<file path="src/hdl/asa_tm_pkg.sv">
/* traffic manager queue hierarchy widths and intake FIFO thresholds */
`default_nettype none

package asa_tm_pkg;

	// queue hierarchy, first to fourth level
	localparam int QID_NBITS = 6;
	localparam int CONN_ID_NBITS = 8;
	localparam int CONN_GROUP_NBITS = 6;
	localparam int PORT_QUEUE_NBITS = 4;

	localparam int INTAKE_DEPTH = 16;

	// back-pressure hysteresis on the intake count
	localparam int BP_ON_LEVEL = 11;
	localparam int BP_OFF_LEVEL = 5;

endpackage

`default_nettype wire

</file>
<file path="src/hdl/asa_pkt_pkg.sv">
/* packet, buffer and read-count widths
   copy descriptor, pending copy and release payload types */
`default_nettype none

package asa_pkt_pkg;

	localparam int PORT_ID_NBITS = 3;
	localparam int BUF_PTR_NBITS = 10;
	localparam int PACKET_LENGTH_NBITS = 14;
	localparam int READ_COUNT_NBITS = 5;
	localparam int PACKET_ID_NBITS = 6;

	// travels with every copy, 30 bits
	typedef struct packed {
		logic [PORT_ID_NBITS-1:0] src_port;
		logic [PORT_ID_NBITS-1:0] dst_port;
		logic [BUF_PTR_NBITS-1:0] buf_ptr;
		logic [PACKET_LENGTH_NBITS-1:0] len;
	} copy_desc_t;

	// one replicated copy waiting for its poll ack
	typedef struct packed {
		logic ucast;
		logic last;
		logic drop;
		logic [PACKET_ID_NBITS-1:0] packet_id;
		logic [asa_tm_pkg::QID_NBITS-1:0] qid;
		copy_desc_t desc;
	} pending_copy_t;

	// buffer release toward the buffer manager
	typedef struct packed {
		logic [READ_COUNT_NBITS-1:0] read_count;
		logic [PORT_ID_NBITS-1:0] src_port;
		logic [BUF_PTR_NBITS-1:0] buf_ptr;
		logic [PACKET_LENGTH_NBITS-1:0] len;
	} release_t;

endpackage

`default_nettype wire

</file>
<file path="src/hdl/asa_copy_intake.sv">
/* copy intake FIFO with back-pressure hysteresis, poll issue
   and the pending FIFO that waits for poll acks */
`timescale 1ns/1ns
`default_nettype none

module asa_copy_intake #(
	parameter int pending_depth = 32
) (
	input wire clk,
	input wire arst_n,
	input wire rep_enq_req,
	input wire rep_enq_ucast,
	input wire rep_enq_last,
	input wire rep_enq_drop,
	input wire [asa_pkt_pkg::PACKET_ID_NBITS-1:0] rep_enq_packet_id,
	input wire [asa_tm_pkg::QID_NBITS-1:0] rep_enq_qid,
	input wire asa_pkt_pkg::copy_desc_t rep_enq_desc,
	input wire tm_asa_poll_ack,
	output logic int_rep_bp,
	output logic asa_tm_poll_req,
	output logic [asa_tm_pkg::QID_NBITS-1:0] asa_tm_poll_qid,
	output logic [asa_pkt_pkg::PORT_ID_NBITS-1:0] asa_tm_poll_src_port,
	output logic ack_valid,
	output asa_pkt_pkg::pending_copy_t ack_copy
);

	localparam int intake_cnt_nbits = $clog2(asa_tm_pkg::INTAKE_DEPTH + 1);

	asa_pkt_pkg::pending_copy_t rep_copy;
	asa_pkt_pkg::pending_copy_t intake_head;
	logic intake_empty;
	logic [intake_cnt_nbits-1:0] intake_count;
	logic pend_full;
	logic intake_rd;

	assign rep_copy.ucast = rep_enq_ucast;
	assign rep_copy.last = rep_enq_last;
	assign rep_copy.drop = rep_enq_drop;
	assign rep_copy.packet_id = rep_enq_packet_id;
	assign rep_copy.qid = rep_enq_qid;
	assign rep_copy.desc = rep_enq_desc;

	// move one copy per cycle while the pending side has room
	assign intake_rd = !intake_empty && !pend_full;

	asa_sync_fifo #(
		.payload_t(asa_pkt_pkg::pending_copy_t),
		.depth(asa_tm_pkg::INTAKE_DEPTH)
	) u_intake_fifo (
		.clk(clk),
		.arst_n(arst_n),
		.wr(rep_enq_req),
		.din(rep_copy),
		.rd(intake_rd),
		.dout(intake_head),
		.empty(intake_empty),
		.full(),
		.count(intake_count)
	);

	// copies that were polled, popped in order by the acks
	asa_sync_fifo #(
		.payload_t(asa_pkt_pkg::pending_copy_t),
		.depth(pending_depth)
	) u_pending_fifo (
		.clk(clk),
		.arst_n(arst_n),
		.wr(intake_rd),
		.din(intake_head),
		.rd(tm_asa_poll_ack),
		.dout(ack_copy),
		.empty(),
		.full(pend_full),
		.count()
	);

	assign ack_valid = tm_asa_poll_ack;

	always_ff @(posedge clk or negedge arst_n) begin
		if (!arst_n) begin
			asa_tm_poll_req <= 1'b0;
			int_rep_bp <= 1'b0;
		end else begin
			asa_tm_poll_req <= intake_rd;
			if (intake_count >= intake_cnt_nbits'(asa_tm_pkg::BP_ON_LEVEL)) begin
				int_rep_bp <= 1'b1;
			end else if (intake_count <= intake_cnt_nbits'(asa_tm_pkg::BP_OFF_LEVEL)) begin
				int_rep_bp <= 1'b0;
			end
		end
	end

	always_ff @(posedge clk) begin
		if (intake_rd) begin
			asa_tm_poll_qid <= intake_head.qid;
			asa_tm_poll_src_port <= intake_head.desc.src_port;
		end
	end

endmodule

`default_nettype wire

</file>
<file path="src/hdl/asa_enq_builder.sv">
/* enqueue toward the traffic manager for each acknowledged copy */
`timescale 1ns/1ns
`default_nettype none

module asa_enq_builder (
	input wire clk,
	input wire arst_n,
	input wire ack_valid,
	input wire asa_pkt_pkg::pending_copy_t ack_copy,
	input wire tm_asa_poll_drop,
	input wire [asa_tm_pkg::CONN_ID_NBITS-1:0] tm_asa_poll_conn_id,
	input wire [asa_tm_pkg::CONN_GROUP_NBITS-1:0] tm_asa_poll_conn_group_id,
	input wire [asa_tm_pkg::PORT_QUEUE_NBITS-1:0] tm_asa_poll_port_queue_id,
	input wire [asa_pkt_pkg::PORT_ID_NBITS-1:0] tm_asa_poll_port_id,
	output logic asa_tm_enq_req,
	output logic [asa_tm_pkg::QID_NBITS-1:0] asa_tm_enq_qid,
	output logic [asa_tm_pkg::CONN_ID_NBITS-1:0] asa_tm_enq_conn_id,
	output logic [asa_tm_pkg::CONN_GROUP_NBITS-1:0] asa_tm_enq_conn_group_id,
	output logic [asa_tm_pkg::PORT_QUEUE_NBITS-1:0] asa_tm_enq_port_queue_id,
	output asa_pkt_pkg::copy_desc_t asa_tm_enq_desc
);

	asa_pkt_pkg::copy_desc_t acked_desc;
	asa_pkt_pkg::copy_desc_t desc_d1;
	logic keep_d1;
	logic [asa_tm_pkg::QID_NBITS-1:0] qid_d1;
	logic [asa_tm_pkg::CONN_ID_NBITS-1:0] conn_id_d1;
	logic [asa_tm_pkg::CONN_GROUP_NBITS-1:0] conn_group_id_d1;
	logic [asa_tm_pkg::PORT_QUEUE_NBITS-1:0] port_queue_id_d1;

	// egress port is decided by the traffic manager
	always_comb begin
		acked_desc = ack_copy.desc;
		acked_desc.dst_port = tm_asa_poll_port_id;
	end

	always_ff @(posedge clk or negedge arst_n) begin
		if (!arst_n) begin
			keep_d1 <= 1'b0;
			asa_tm_enq_req <= 1'b0;
		end else begin
			keep_d1 <= ack_valid && !ack_copy.drop && !tm_asa_poll_drop;
			asa_tm_enq_req <= keep_d1;
		end
	end

	always_ff @(posedge clk) begin
		if (ack_valid) begin
			desc_d1 <= acked_desc;
			qid_d1 <= ack_copy.qid;
			conn_id_d1 <= tm_asa_poll_conn_id;
			conn_group_id_d1 <= tm_asa_poll_conn_group_id;
			port_queue_id_d1 <= tm_asa_poll_port_queue_id;
		end
		if (keep_d1) begin
			asa_tm_enq_desc <= desc_d1;
			asa_tm_enq_qid <= qid_d1;
			asa_tm_enq_conn_id <= conn_id_d1;
			asa_tm_enq_conn_group_id <= conn_group_id_d1;
			asa_tm_enq_port_queue_id <= port_queue_id_d1;
		end
	end

endmodule

`default_nettype wire

</file>
<file path="src/hdl/asa_read_count_tracker.sv">
/* per-packet read-count RAM with post-reset clear sweep,
   write forwarding and final count output */
`timescale 1ns/1ns
`default_nettype none

module asa_read_count_tracker #(
	parameter int packet_id_nbits = 6
) (
	input wire clk,
	input wire arst_n,
	input wire ack_valid,
	input wire asa_pkt_pkg::pending_copy_t ack_copy,
	input wire tm_asa_poll_drop,
	output logic final_valid,
	output asa_pkt_pkg::release_t final_release
);

	localparam int rc_nbits = asa_pkt_pkg::READ_COUNT_NBITS;

	logic [rc_nbits-1:0] rc_ram [2**packet_id_nbits];

	logic clr_active;
	logic [packet_id_nbits-1:0] clr_addr;

	logic [packet_id_nbits-1:0] rd_addr;
	logic [rc_nbits-1:0] rd_data;
	logic ram_wr;
	logic [packet_id_nbits-1:0] wr_addr;
	logic [rc_nbits-1:0] wr_data;

	logic fwd_hit;
	logic [rc_nbits-1:0] fwd_data;

	logic s1_valid;
	logic s1_final;
	logic s1_drop;
	logic [packet_id_nbits-1:0] s1_id;
	logic [asa_pkt_pkg::PORT_ID_NBITS-1:0] s1_src_port;
	logic [asa_pkt_pkg::BUF_PTR_NBITS-1:0] s1_buf_ptr;
	logic [asa_pkt_pkg::PACKET_LENGTH_NBITS-1:0] s1_len;

	logic [rc_nbits-1:0] cur_count;
	logic [rc_nbits-1:0] new_count;

	assign rd_addr = ack_copy.packet_id[packet_id_nbits-1:0];

	// a write on the same edge as the read is missed by the RAM
	assign cur_count = fwd_hit ? fwd_data : rd_data;
	assign new_count = cur_count + rc_nbits'(!s1_drop);

	// final copy leaves the entry at zero for the next packet
	assign ram_wr = clr_active || s1_valid;
	assign wr_addr = clr_active ? clr_addr : s1_id;
	assign wr_data = (clr_active || s1_final) ? '0 : new_count;

	always_ff @(posedge clk) begin
		if (ram_wr) begin
			rc_ram[wr_addr] <= wr_data;
		end
		rd_data <= rc_ram[rd_addr];
	end

	always_ff @(posedge clk or negedge arst_n) begin
		if (!arst_n) begin
			clr_active <= 1'b1;
			clr_addr <= '0;
			s1_valid <= 1'b0;
			fwd_hit <= 1'b0;
			final_valid <= 1'b0;
		end else begin
			if (clr_active) begin
				clr_addr <= clr_addr + 1'b1;
				if (&clr_addr) begin
					clr_active <= 1'b0;
				end
			end
			s1_valid <= ack_valid;
			fwd_hit <= ram_wr && (wr_addr == rd_addr);
			final_valid <= s1_valid && s1_final;
		end
	end

	always_ff @(posedge clk) begin
		fwd_data <= wr_data;
		s1_final <= ack_copy.ucast || ack_copy.last;
		// dropped by the replicator or by the traffic manager
		s1_drop <= ack_copy.drop || tm_asa_poll_drop;
		s1_id <= rd_addr;
		s1_src_port <= ack_copy.desc.src_port;
		s1_buf_ptr <= ack_copy.desc.buf_ptr;
		s1_len <= ack_copy.desc.len;
		if (s1_valid && s1_final) begin
			final_release.read_count <= new_count;
			final_release.src_port <= s1_src_port;
			final_release.buf_ptr <= s1_buf_ptr;
			final_release.len <= s1_len;
		end
	end

	a_no_ack_in_sweep: assert property (@(posedge clk) disable iff (!arst_n)
		ack_valid |-> !clr_active);

endmodule

`default_nettype wire

</file>
<file path="src/hdl/asa_release_merge.sv">
/* release FIFO for tracker results, merged with discard requests
   toward the buffer manager */
`timescale 1ns/1ns
`default_nettype none

module asa_release_merge (
	input wire clk,
	input wire arst_n,
	input wire final_valid,
	input wire asa_pkt_pkg::release_t final_release,
	input wire discard_req,
	input wire [asa_pkt_pkg::PACKET_LENGTH_NBITS-1:0] discard_packet_length,
	input wire [asa_pkt_pkg::PORT_ID_NBITS-1:0] discard_src_port,
	input wire [asa_pkt_pkg::BUF_PTR_NBITS-1:0] discard_buf_ptr,
	output logic asa_bm_read_count_valid,
	output logic [asa_pkt_pkg::READ_COUNT_NBITS-1:0] asa_bm_read_count,
	output logic [asa_pkt_pkg::PACKET_LENGTH_NBITS-1:0] asa_bm_packet_length,
	output logic [asa_pkt_pkg::PORT_ID_NBITS-1:0] asa_bm_rc_port_id,
	output logic [asa_pkt_pkg::BUF_PTR_NBITS-1:0] asa_bm_buf_ptr
);

	localparam int rel_depth = 16;

	asa_pkt_pkg::release_t rel_head;
	logic rel_empty;
	logic rel_full;
	logic rel_rd;

	// discards take the output slot, tracker results wait
	assign rel_rd = !discard_req && !rel_empty;

	asa_sync_fifo #(
		.payload_t(asa_pkt_pkg::release_t),
		.depth(rel_depth)
	) u_release_fifo (
		.clk(clk),
		.arst_n(arst_n),
		.wr(final_valid),
		.din(final_release),
		.rd(rel_rd),
		.dout(rel_head),
		.empty(rel_empty),
		.full(rel_full),
		.count()
	);

	always_ff @(posedge clk or negedge arst_n) begin
		if (!arst_n) begin
			asa_bm_read_count_valid <= 1'b0;
		end else begin
			asa_bm_read_count_valid <= discard_req || !rel_empty;
		end
	end

	always_ff @(posedge clk) begin
		if (discard_req) begin
			asa_bm_read_count <= '0;
			asa_bm_packet_length <= discard_packet_length;
			asa_bm_rc_port_id <= discard_src_port;
			asa_bm_buf_ptr <= discard_buf_ptr;
		end else if (!rel_empty) begin
			asa_bm_read_count <= rel_head.read_count;
			asa_bm_packet_length <= rel_head.len;
			asa_bm_rc_port_id <= rel_head.src_port;
			asa_bm_buf_ptr <= rel_head.buf_ptr;
		end
	end

	// discard bursts must not starve the tracker into overflow
	a_rel_no_overflow: assert property (@(posedge clk) disable iff (!arst_n)
		final_valid |-> !rel_full);

endmodule

`default_nettype wire

</file>
<file path="src/hdl/asa_sync_fifo.sv">
/* first-word-fall-through synchronous FIFO, payload given as a type parameter */
`timescale 1ns/1ns
`default_nettype none

module asa_sync_fifo #(
	parameter type payload_t = logic [7:0],
	parameter int depth = 16
) (
	input wire clk,
	input wire arst_n,
	input wire wr,
	input wire payload_t din,
	input wire rd,
	output payload_t dout,
	output logic empty,
	output logic full,
	output logic [$clog2(depth+1)-1:0] count
);

	localparam int ptr_nbits = (depth > 1) ? $clog2(depth) : 1;
	localparam int cnt_nbits = $clog2(depth + 1);

	payload_t mem [depth];
	logic [ptr_nbits-1:0] wr_ptr;
	logic [ptr_nbits-1:0] rd_ptr;

	// head is visible without a read
	assign dout = mem[rd_ptr];
	assign empty = (count == '0);
	assign full = (count == cnt_nbits'(depth));

	always_ff @(posedge clk) begin
		if (wr) begin
			mem[wr_ptr] <= din;
		end
	end

	always_ff @(posedge clk or negedge arst_n) begin
		if (!arst_n) begin
			wr_ptr <= '0;
			rd_ptr <= '0;
			count <= '0;
		end else begin
			if (wr) begin
				wr_ptr <= (wr_ptr == ptr_nbits'(depth - 1)) ? '0 : wr_ptr + 1'b1;
			end
			if (rd) begin
				rd_ptr <= (rd_ptr == ptr_nbits'(depth - 1)) ? '0 : rd_ptr + 1'b1;
			end
			case ({wr, rd})
				2'b10: count <= count + 1'b1;
				2'b01: count <= count - 1'b1;
				default: count <= count;
			endcase
		end
	end

	a_no_overflow: assert property (@(posedge clk) disable iff (!arst_n) wr |-> !full);
	a_no_underflow: assert property (@(posedge clk) disable iff (!arst_n) rd |-> !empty);

endmodule

`default_nettype wire

</file>
<file path="src/hdl/asa_tm_interface.sv">
/* replication to traffic manager adapter, top level */
`timescale 1ns/1ns
`default_nettype none

module asa_tm_interface #(
	parameter int packet_id_nbits = 6,
	parameter int pending_depth = 32
) (
	input wire clk,
	input wire arst_n,
	input wire discard_req,
	input wire [asa_pkt_pkg::PACKET_LENGTH_NBITS-1:0] discard_packet_length,
	input wire [asa_pkt_pkg::PORT_ID_NBITS-1:0] discard_src_port,
	input wire [asa_pkt_pkg::BUF_PTR_NBITS-1:0] discard_buf_ptr,
	input wire rep_enq_req,
	input wire rep_enq_drop,
	input wire rep_enq_ucast,
	input wire rep_enq_last,
	input wire [asa_pkt_pkg::PACKET_ID_NBITS-1:0] rep_enq_packet_id,
	input wire [asa_tm_pkg::QID_NBITS-1:0] rep_enq_qid,
	input wire asa_pkt_pkg::copy_desc_t rep_enq_desc,
	input wire tm_asa_poll_ack,
	input wire tm_asa_poll_drop,
	input wire [asa_tm_pkg::CONN_ID_NBITS-1:0] tm_asa_poll_conn_id,
	input wire [asa_tm_pkg::CONN_GROUP_NBITS-1:0] tm_asa_poll_conn_group_id,
	input wire [asa_tm_pkg::PORT_QUEUE_NBITS-1:0] tm_asa_poll_port_queue_id,
	input wire [asa_pkt_pkg::PORT_ID_NBITS-1:0] tm_asa_poll_port_id,
	output logic int_rep_bp,
	output logic asa_tm_poll_req,
	output logic [asa_tm_pkg::QID_NBITS-1:0] asa_tm_poll_qid,
	output logic [asa_pkt_pkg::PORT_ID_NBITS-1:0] asa_tm_poll_src_port,
	output logic asa_tm_enq_req,
	output logic [asa_tm_pkg::QID_NBITS-1:0] asa_tm_enq_qid,
	output logic [asa_tm_pkg::CONN_ID_NBITS-1:0] asa_tm_enq_conn_id,
	output logic [asa_tm_pkg::CONN_GROUP_NBITS-1:0] asa_tm_enq_conn_group_id,
	output logic [asa_tm_pkg::PORT_QUEUE_NBITS-1:0] asa_tm_enq_port_queue_id,
	output asa_pkt_pkg::copy_desc_t asa_tm_enq_desc,
	output logic asa_bm_read_count_valid,
	output logic [asa_pkt_pkg::READ_COUNT_NBITS-1:0] asa_bm_read_count,
	output logic [asa_pkt_pkg::PACKET_LENGTH_NBITS-1:0] asa_bm_packet_length,
	output logic [asa_pkt_pkg::PORT_ID_NBITS-1:0] asa_bm_rc_port_id,
	output logic [asa_pkt_pkg::BUF_PTR_NBITS-1:0] asa_bm_buf_ptr
);

	logic ack_valid;
	asa_pkt_pkg::pending_copy_t ack_copy;
	logic final_valid;
	asa_pkt_pkg::release_t final_release;

	asa_copy_intake #(
		.pending_depth(pending_depth)
	) u_intake (
		.clk(clk),
		.arst_n(arst_n),
		.rep_enq_req(rep_enq_req),
		.rep_enq_ucast(rep_enq_ucast),
		.rep_enq_last(rep_enq_last),
		.rep_enq_drop(rep_enq_drop),
		.rep_enq_packet_id(rep_enq_packet_id),
		.rep_enq_qid(rep_enq_qid),
		.rep_enq_desc(rep_enq_desc),
		.tm_asa_poll_ack(tm_asa_poll_ack),
		.int_rep_bp(int_rep_bp),
		.asa_tm_poll_req(asa_tm_poll_req),
		.asa_tm_poll_qid(asa_tm_poll_qid),
		.asa_tm_poll_src_port(asa_tm_poll_src_port),
		.ack_valid(ack_valid),
		.ack_copy(ack_copy)
	);

	asa_read_count_tracker #(
		.packet_id_nbits(packet_id_nbits)
	) u_tracker (
		.clk(clk),
		.arst_n(arst_n),
		.ack_valid(ack_valid),
		.ack_copy(ack_copy),
		.tm_asa_poll_drop(tm_asa_poll_drop),
		.final_valid(final_valid),
		.final_release(final_release)
	);

	asa_enq_builder u_enq_builder (
		.clk(clk),
		.arst_n(arst_n),
		.ack_valid(ack_valid),
		.ack_copy(ack_copy),
		.tm_asa_poll_drop(tm_asa_poll_drop),
		.tm_asa_poll_conn_id(tm_asa_poll_conn_id),
		.tm_asa_poll_conn_group_id(tm_asa_poll_conn_group_id),
		.tm_asa_poll_port_queue_id(tm_asa_poll_port_queue_id),
		.tm_asa_poll_port_id(tm_asa_poll_port_id),
		.asa_tm_enq_req(asa_tm_enq_req),
		.asa_tm_enq_qid(asa_tm_enq_qid),
		.asa_tm_enq_conn_id(asa_tm_enq_conn_id),
		.asa_tm_enq_conn_group_id(asa_tm_enq_conn_group_id),
		.asa_tm_enq_port_queue_id(asa_tm_enq_port_queue_id),
		.asa_tm_enq_desc(asa_tm_enq_desc)
	);

	asa_release_merge u_release_merge (
		.clk(clk),
		.arst_n(arst_n),
		.final_valid(final_valid),
		.final_release(final_release),
		.discard_req(discard_req),
		.discard_packet_length(discard_packet_length),
		.discard_src_port(discard_src_port),
		.discard_buf_ptr(discard_buf_ptr),
		.asa_bm_read_count_valid(asa_bm_read_count_valid),
		.asa_bm_read_count(asa_bm_read_count),
		.asa_bm_packet_length(asa_bm_packet_length),
		.asa_bm_rc_port_id(asa_bm_rc_port_id),
		.asa_bm_buf_ptr(asa_bm_buf_ptr)
	);

endmodule

`default_nettype wire

</file>
<file path="config.mk">
export PLATFORM = sky130hd
export DESIGN_NAME = asa_tm_interface
export DESIGN_NICKNAME = d
export VERILOG_FILES = /design/src/hdl/asa_tm_pkg.sv /design/src/hdl/asa_pkt_pkg.sv /design/src/hdl/asa_copy_intake.sv /design/src/hdl/asa_enq_builder.sv /design/src/hdl/asa_read_count_tracker.sv /design/src/hdl/asa_release_merge.sv /design/src/hdl/asa_sync_fifo.sv /design/src/hdl/asa_tm_interface.sv
export SDC_FILE = /design/constraint.sdc
export NUM_CORES = 2
export LEC_CHECK = 0
export ABC_AREA = 1
export ABC_CLOCK_PERIOD_IN_PS = 13720
export BUFFER_PORTS_ARGS = -buffer_cell sky130_fd_sc_hd__clkbuf_2
export CAP_MARGIN = 30
export CORE_MARGIN = 10
export CORE_UTILIZATION = 45
export CTS_BUF_LIST = sky130_fd_sc_hd__clkbuf_4
export DETAILED_ROUTE_END_ITERATION = 16
export GPL_ROUTABILITY_DRIVEN = 0
export PLACE_DENSITY = 0.61
export SLEW_MARGIN = 30
export SYNTH_ARGS = -nofsm -noshare
export SYNTH_HDL_FRONTEND = slang
export SYNTH_HIERARCHICAL = 1
export SYNTH_SLANG_ARGS = --single-unit
</file>
<file path="constraint.sdc">
create_clock -name clk -period 13.72 [get_ports clk]
set_input_delay 0.686 -clock clk [delete_from_list [all_inputs] [get_ports clk]]
set_output_delay 0.686 -clock clk [all_outputs]
set_load 0.005 [all_outputs]
</file>
==> results.md <==
* RSZ-0062 raised after global routing: no
* Tightest Pin Transition at ~1.1 ns
* Overflow after GRT at 0
* Mapped Cells at about 10000
* Final hold vios at 0
* Remaining DRCs at 0
* Number of DRC markers in iteration 0 at roughly 7600
* Max Clk Rate at 0.156 GHz
* Skew final at 0.208 ns
* Final ANT Viol Nets at 0
* DR WL/cell at roughly 22 µm
* CTS sink cnt at 3131
* Core Area at 276000 µm²
* Port Buffers at 194
* Row count at 193
* First-pass GRT wire length at roughly 500000 µm
* WS Path Type: flip-flop to flip-flop
* Pre-Repair DR Iteration Count at 6
* Leakage at 50.7 nW
* Reg area at 93300 µm²
* Initial antenna violation count at 14
* Setup TNS at 0 ns
* Vias per cell at 5.42
* Max-slew violations at 0
* Status: completed
* Post-CTS Setup Inserts at 0
* CTS tree: yes
* Worst IR Drop VDD at about 0.24 mV
* Syn Area/Cell at 12.3 µm²
* Yosys warnings at 6
* Fill count at 23600
* Syn_nets at 10300
* Slew HR at 28.5%
* Largest net degree at the start of global routing at 206
* Die area at roughly 300000 µm²
* Die Ht at 547 µm
* # IOs at 198
* Area of the multi-input gates at approximately 28000 µm²
* P per Cell Area at 235 nW/µm²
* Cts-stage hold buffer count at 207
* Hold Worst Slack at 0.152 ns
* Initial Utilization at a little under half
* Startpoint Class: flip-flop
* Cells after DPL at roughly 14000
* Final period utilization at between 40% and 50%
* Overall Global Routing Usage at a little over a fifth
* Die extent in x at 547 µm
* Non-Filler Instances at about 15000
* Max clock buf depth at 4
* Required @ worst endpoint at 15.13 ns
* DP Wirelength at 166000 µm
* Post-layout util at 51.2%
* Cts repair resizes at 0
* Layout cell share with drive strength beyond 1 at 15.8%
* Wirelength, routed at roughly 330000 µm
* Total number of vias at 82400
* CP Max Fanout at 82
* Vias in the first global route at between 80000 and 90000
* Final setup violating endpoints at 0
* Pre-CTS WS at roughly 7.4 ns
* CTS root buffer: clkbuf_4
* H-tree depth at 6
* TritonCTS Buffers at ~780
* Cell area after synthesis at 125000 µm²
* Crit. End Element: flip-flop
* CTS clock-pin slew for the worst setup and hold paths at about 0.07 ns
* Setup ws final at about 7.3 ns
* Layout net count at 11000
* Clk_lat worst skew at between 1.5 and 2 ns
* Clock period minus worst slack at 6.41 ns
* Critical Path AT at 7.82 ns
* Max_cap viols at 0
* Area grow syn2layout at 13.4%
* Hold Path Class: input pin to flip-flop
==> cell type report <==
type                    count  area share [%]
multi-input cells        6154            19.7
flip-flops and latches   3131            65.8
clock inverters           184           0.858
clock buffers            1171            6.21
well taps                3705            3.27
repair buffers            568            3.30
diodes                      8          0.0141
inverters                 282           0.797
==> critical path, cell delays in order, from the launching register on <==
cell and delay [ns]:
dfrtp_4 0.78, buf_4 0.79, buf_4 0.82, buf_4 0.85
buf_4 0.87, nor2_1 0.11, nor2_1 0.11, o21ai_0 0.09
nand3_1 0.13, nand3_1 0.08, nand2_1 0.13, nand2_1 0.33
inv_1 0.43, inv_1 0.21, o22ai_1 0.18, nor2_1 0.07
nand2_1 0.07, nor2_1 0.04
==> sequential cells by signal (all words and copies together) (netlist names), 8 cells and up <==
signal,cells
u_intake/u_intake_fifo/mem,672
u_enq_builder/asa_tm_enq_conn_id,8
u_tracker/final_release,32
u_tracker/s1_len,14
u_release_merge/u_release_fifo/mem,512
u_enq_builder/conn_id_d1,8
u_release_merge/asa_bm_buf_ptr,10
u_tracker/s1_buf_ptr,10
u_tracker/rc_ram,320
u_enq_builder/asa_tm_enq_desc,30
u_enq_builder/desc_d1,30
u_intake/u_pending_fifo/mem,1344
u_release_merge/asa_bm_packet_length,14
==> report_power, final <==
part	total, mW	switching (mW)	internal (mW)	leakage, nW
combinational	11.4	8.64	2.73	16.1
clock	7.77	3.76	4.02	5.96
sequential	14.1	0.610	13.5	28.6
total	33.3	13.0	20.3	50.7
==> placed cells by master, fill, tap and decap left out, drive strengths merged, types with 86 or more instances in the layout <==
master,instances
edfxtp,3024
nor2,1832
nand2,1752
clkbuf,1363
nand3,1266
o21ai,974
inv,311
dlygate4sd3,206
buf,170
o211ai,149
clkinv,144
a21oi,86
==> per-layer routing <==
metal | GRT usage, % | wire (µm) | up-vias
met5 | 0 | 60 | -
met4 | 6.94 | 8750 | 8
met3 | 3.87 | 26700 | 594
met2 | 35.9 | 161000 | 3522
met1 | 28.8 | 138000 | 40400
li1 | - | - | 37900
==> path summary, 6_finish.rpt <==
| check | startpoint | endpoint | slack (ns) | cells past startpoint |
|---|---|---|---|---|
| worst max-delay path | u_intake/u_pending_fifo/rd_ptr[0] | u_tracker/fwd_hit | 7.31 | 17 |
| worst min-delay path | rep_enq_qid[0] | u_intake/u_intake_fifo/mem[5][30] | 0.15 | 2 |
| worst max register to register | u_intake/u_pending_fifo/rd_ptr[0] | u_tracker/fwd_hit | 7.31 | 17 |
| worst min register to register | u_enq_builder/desc_d1[16] | u_enq_builder/asa_tm_enq_desc[16] | 0.38 | 0 |
| max in group asynchronous | arst_n | u_release_merge/u_release_fifo/rd_ptr[0] | 11.84 | 5 |
| min in group asynchronous | arst_n | u_intake/u_pending_fifo/rd_ptr[4] | 0.75 | 5 |
==> per-stage QoR <==
stage | power [mW] | instance area (µm²)
3_3_place_gp | 25.2 | 129000
5_1_grt | 35.2 | 142000
2_1_floorplan | 21.4 | 125000
4_1_cts | 33.4 | 141000
3_5_place_dp | 25.6 | 129000
6_report | 33.3 | 142000
Power figures use the tool's default switching activity.
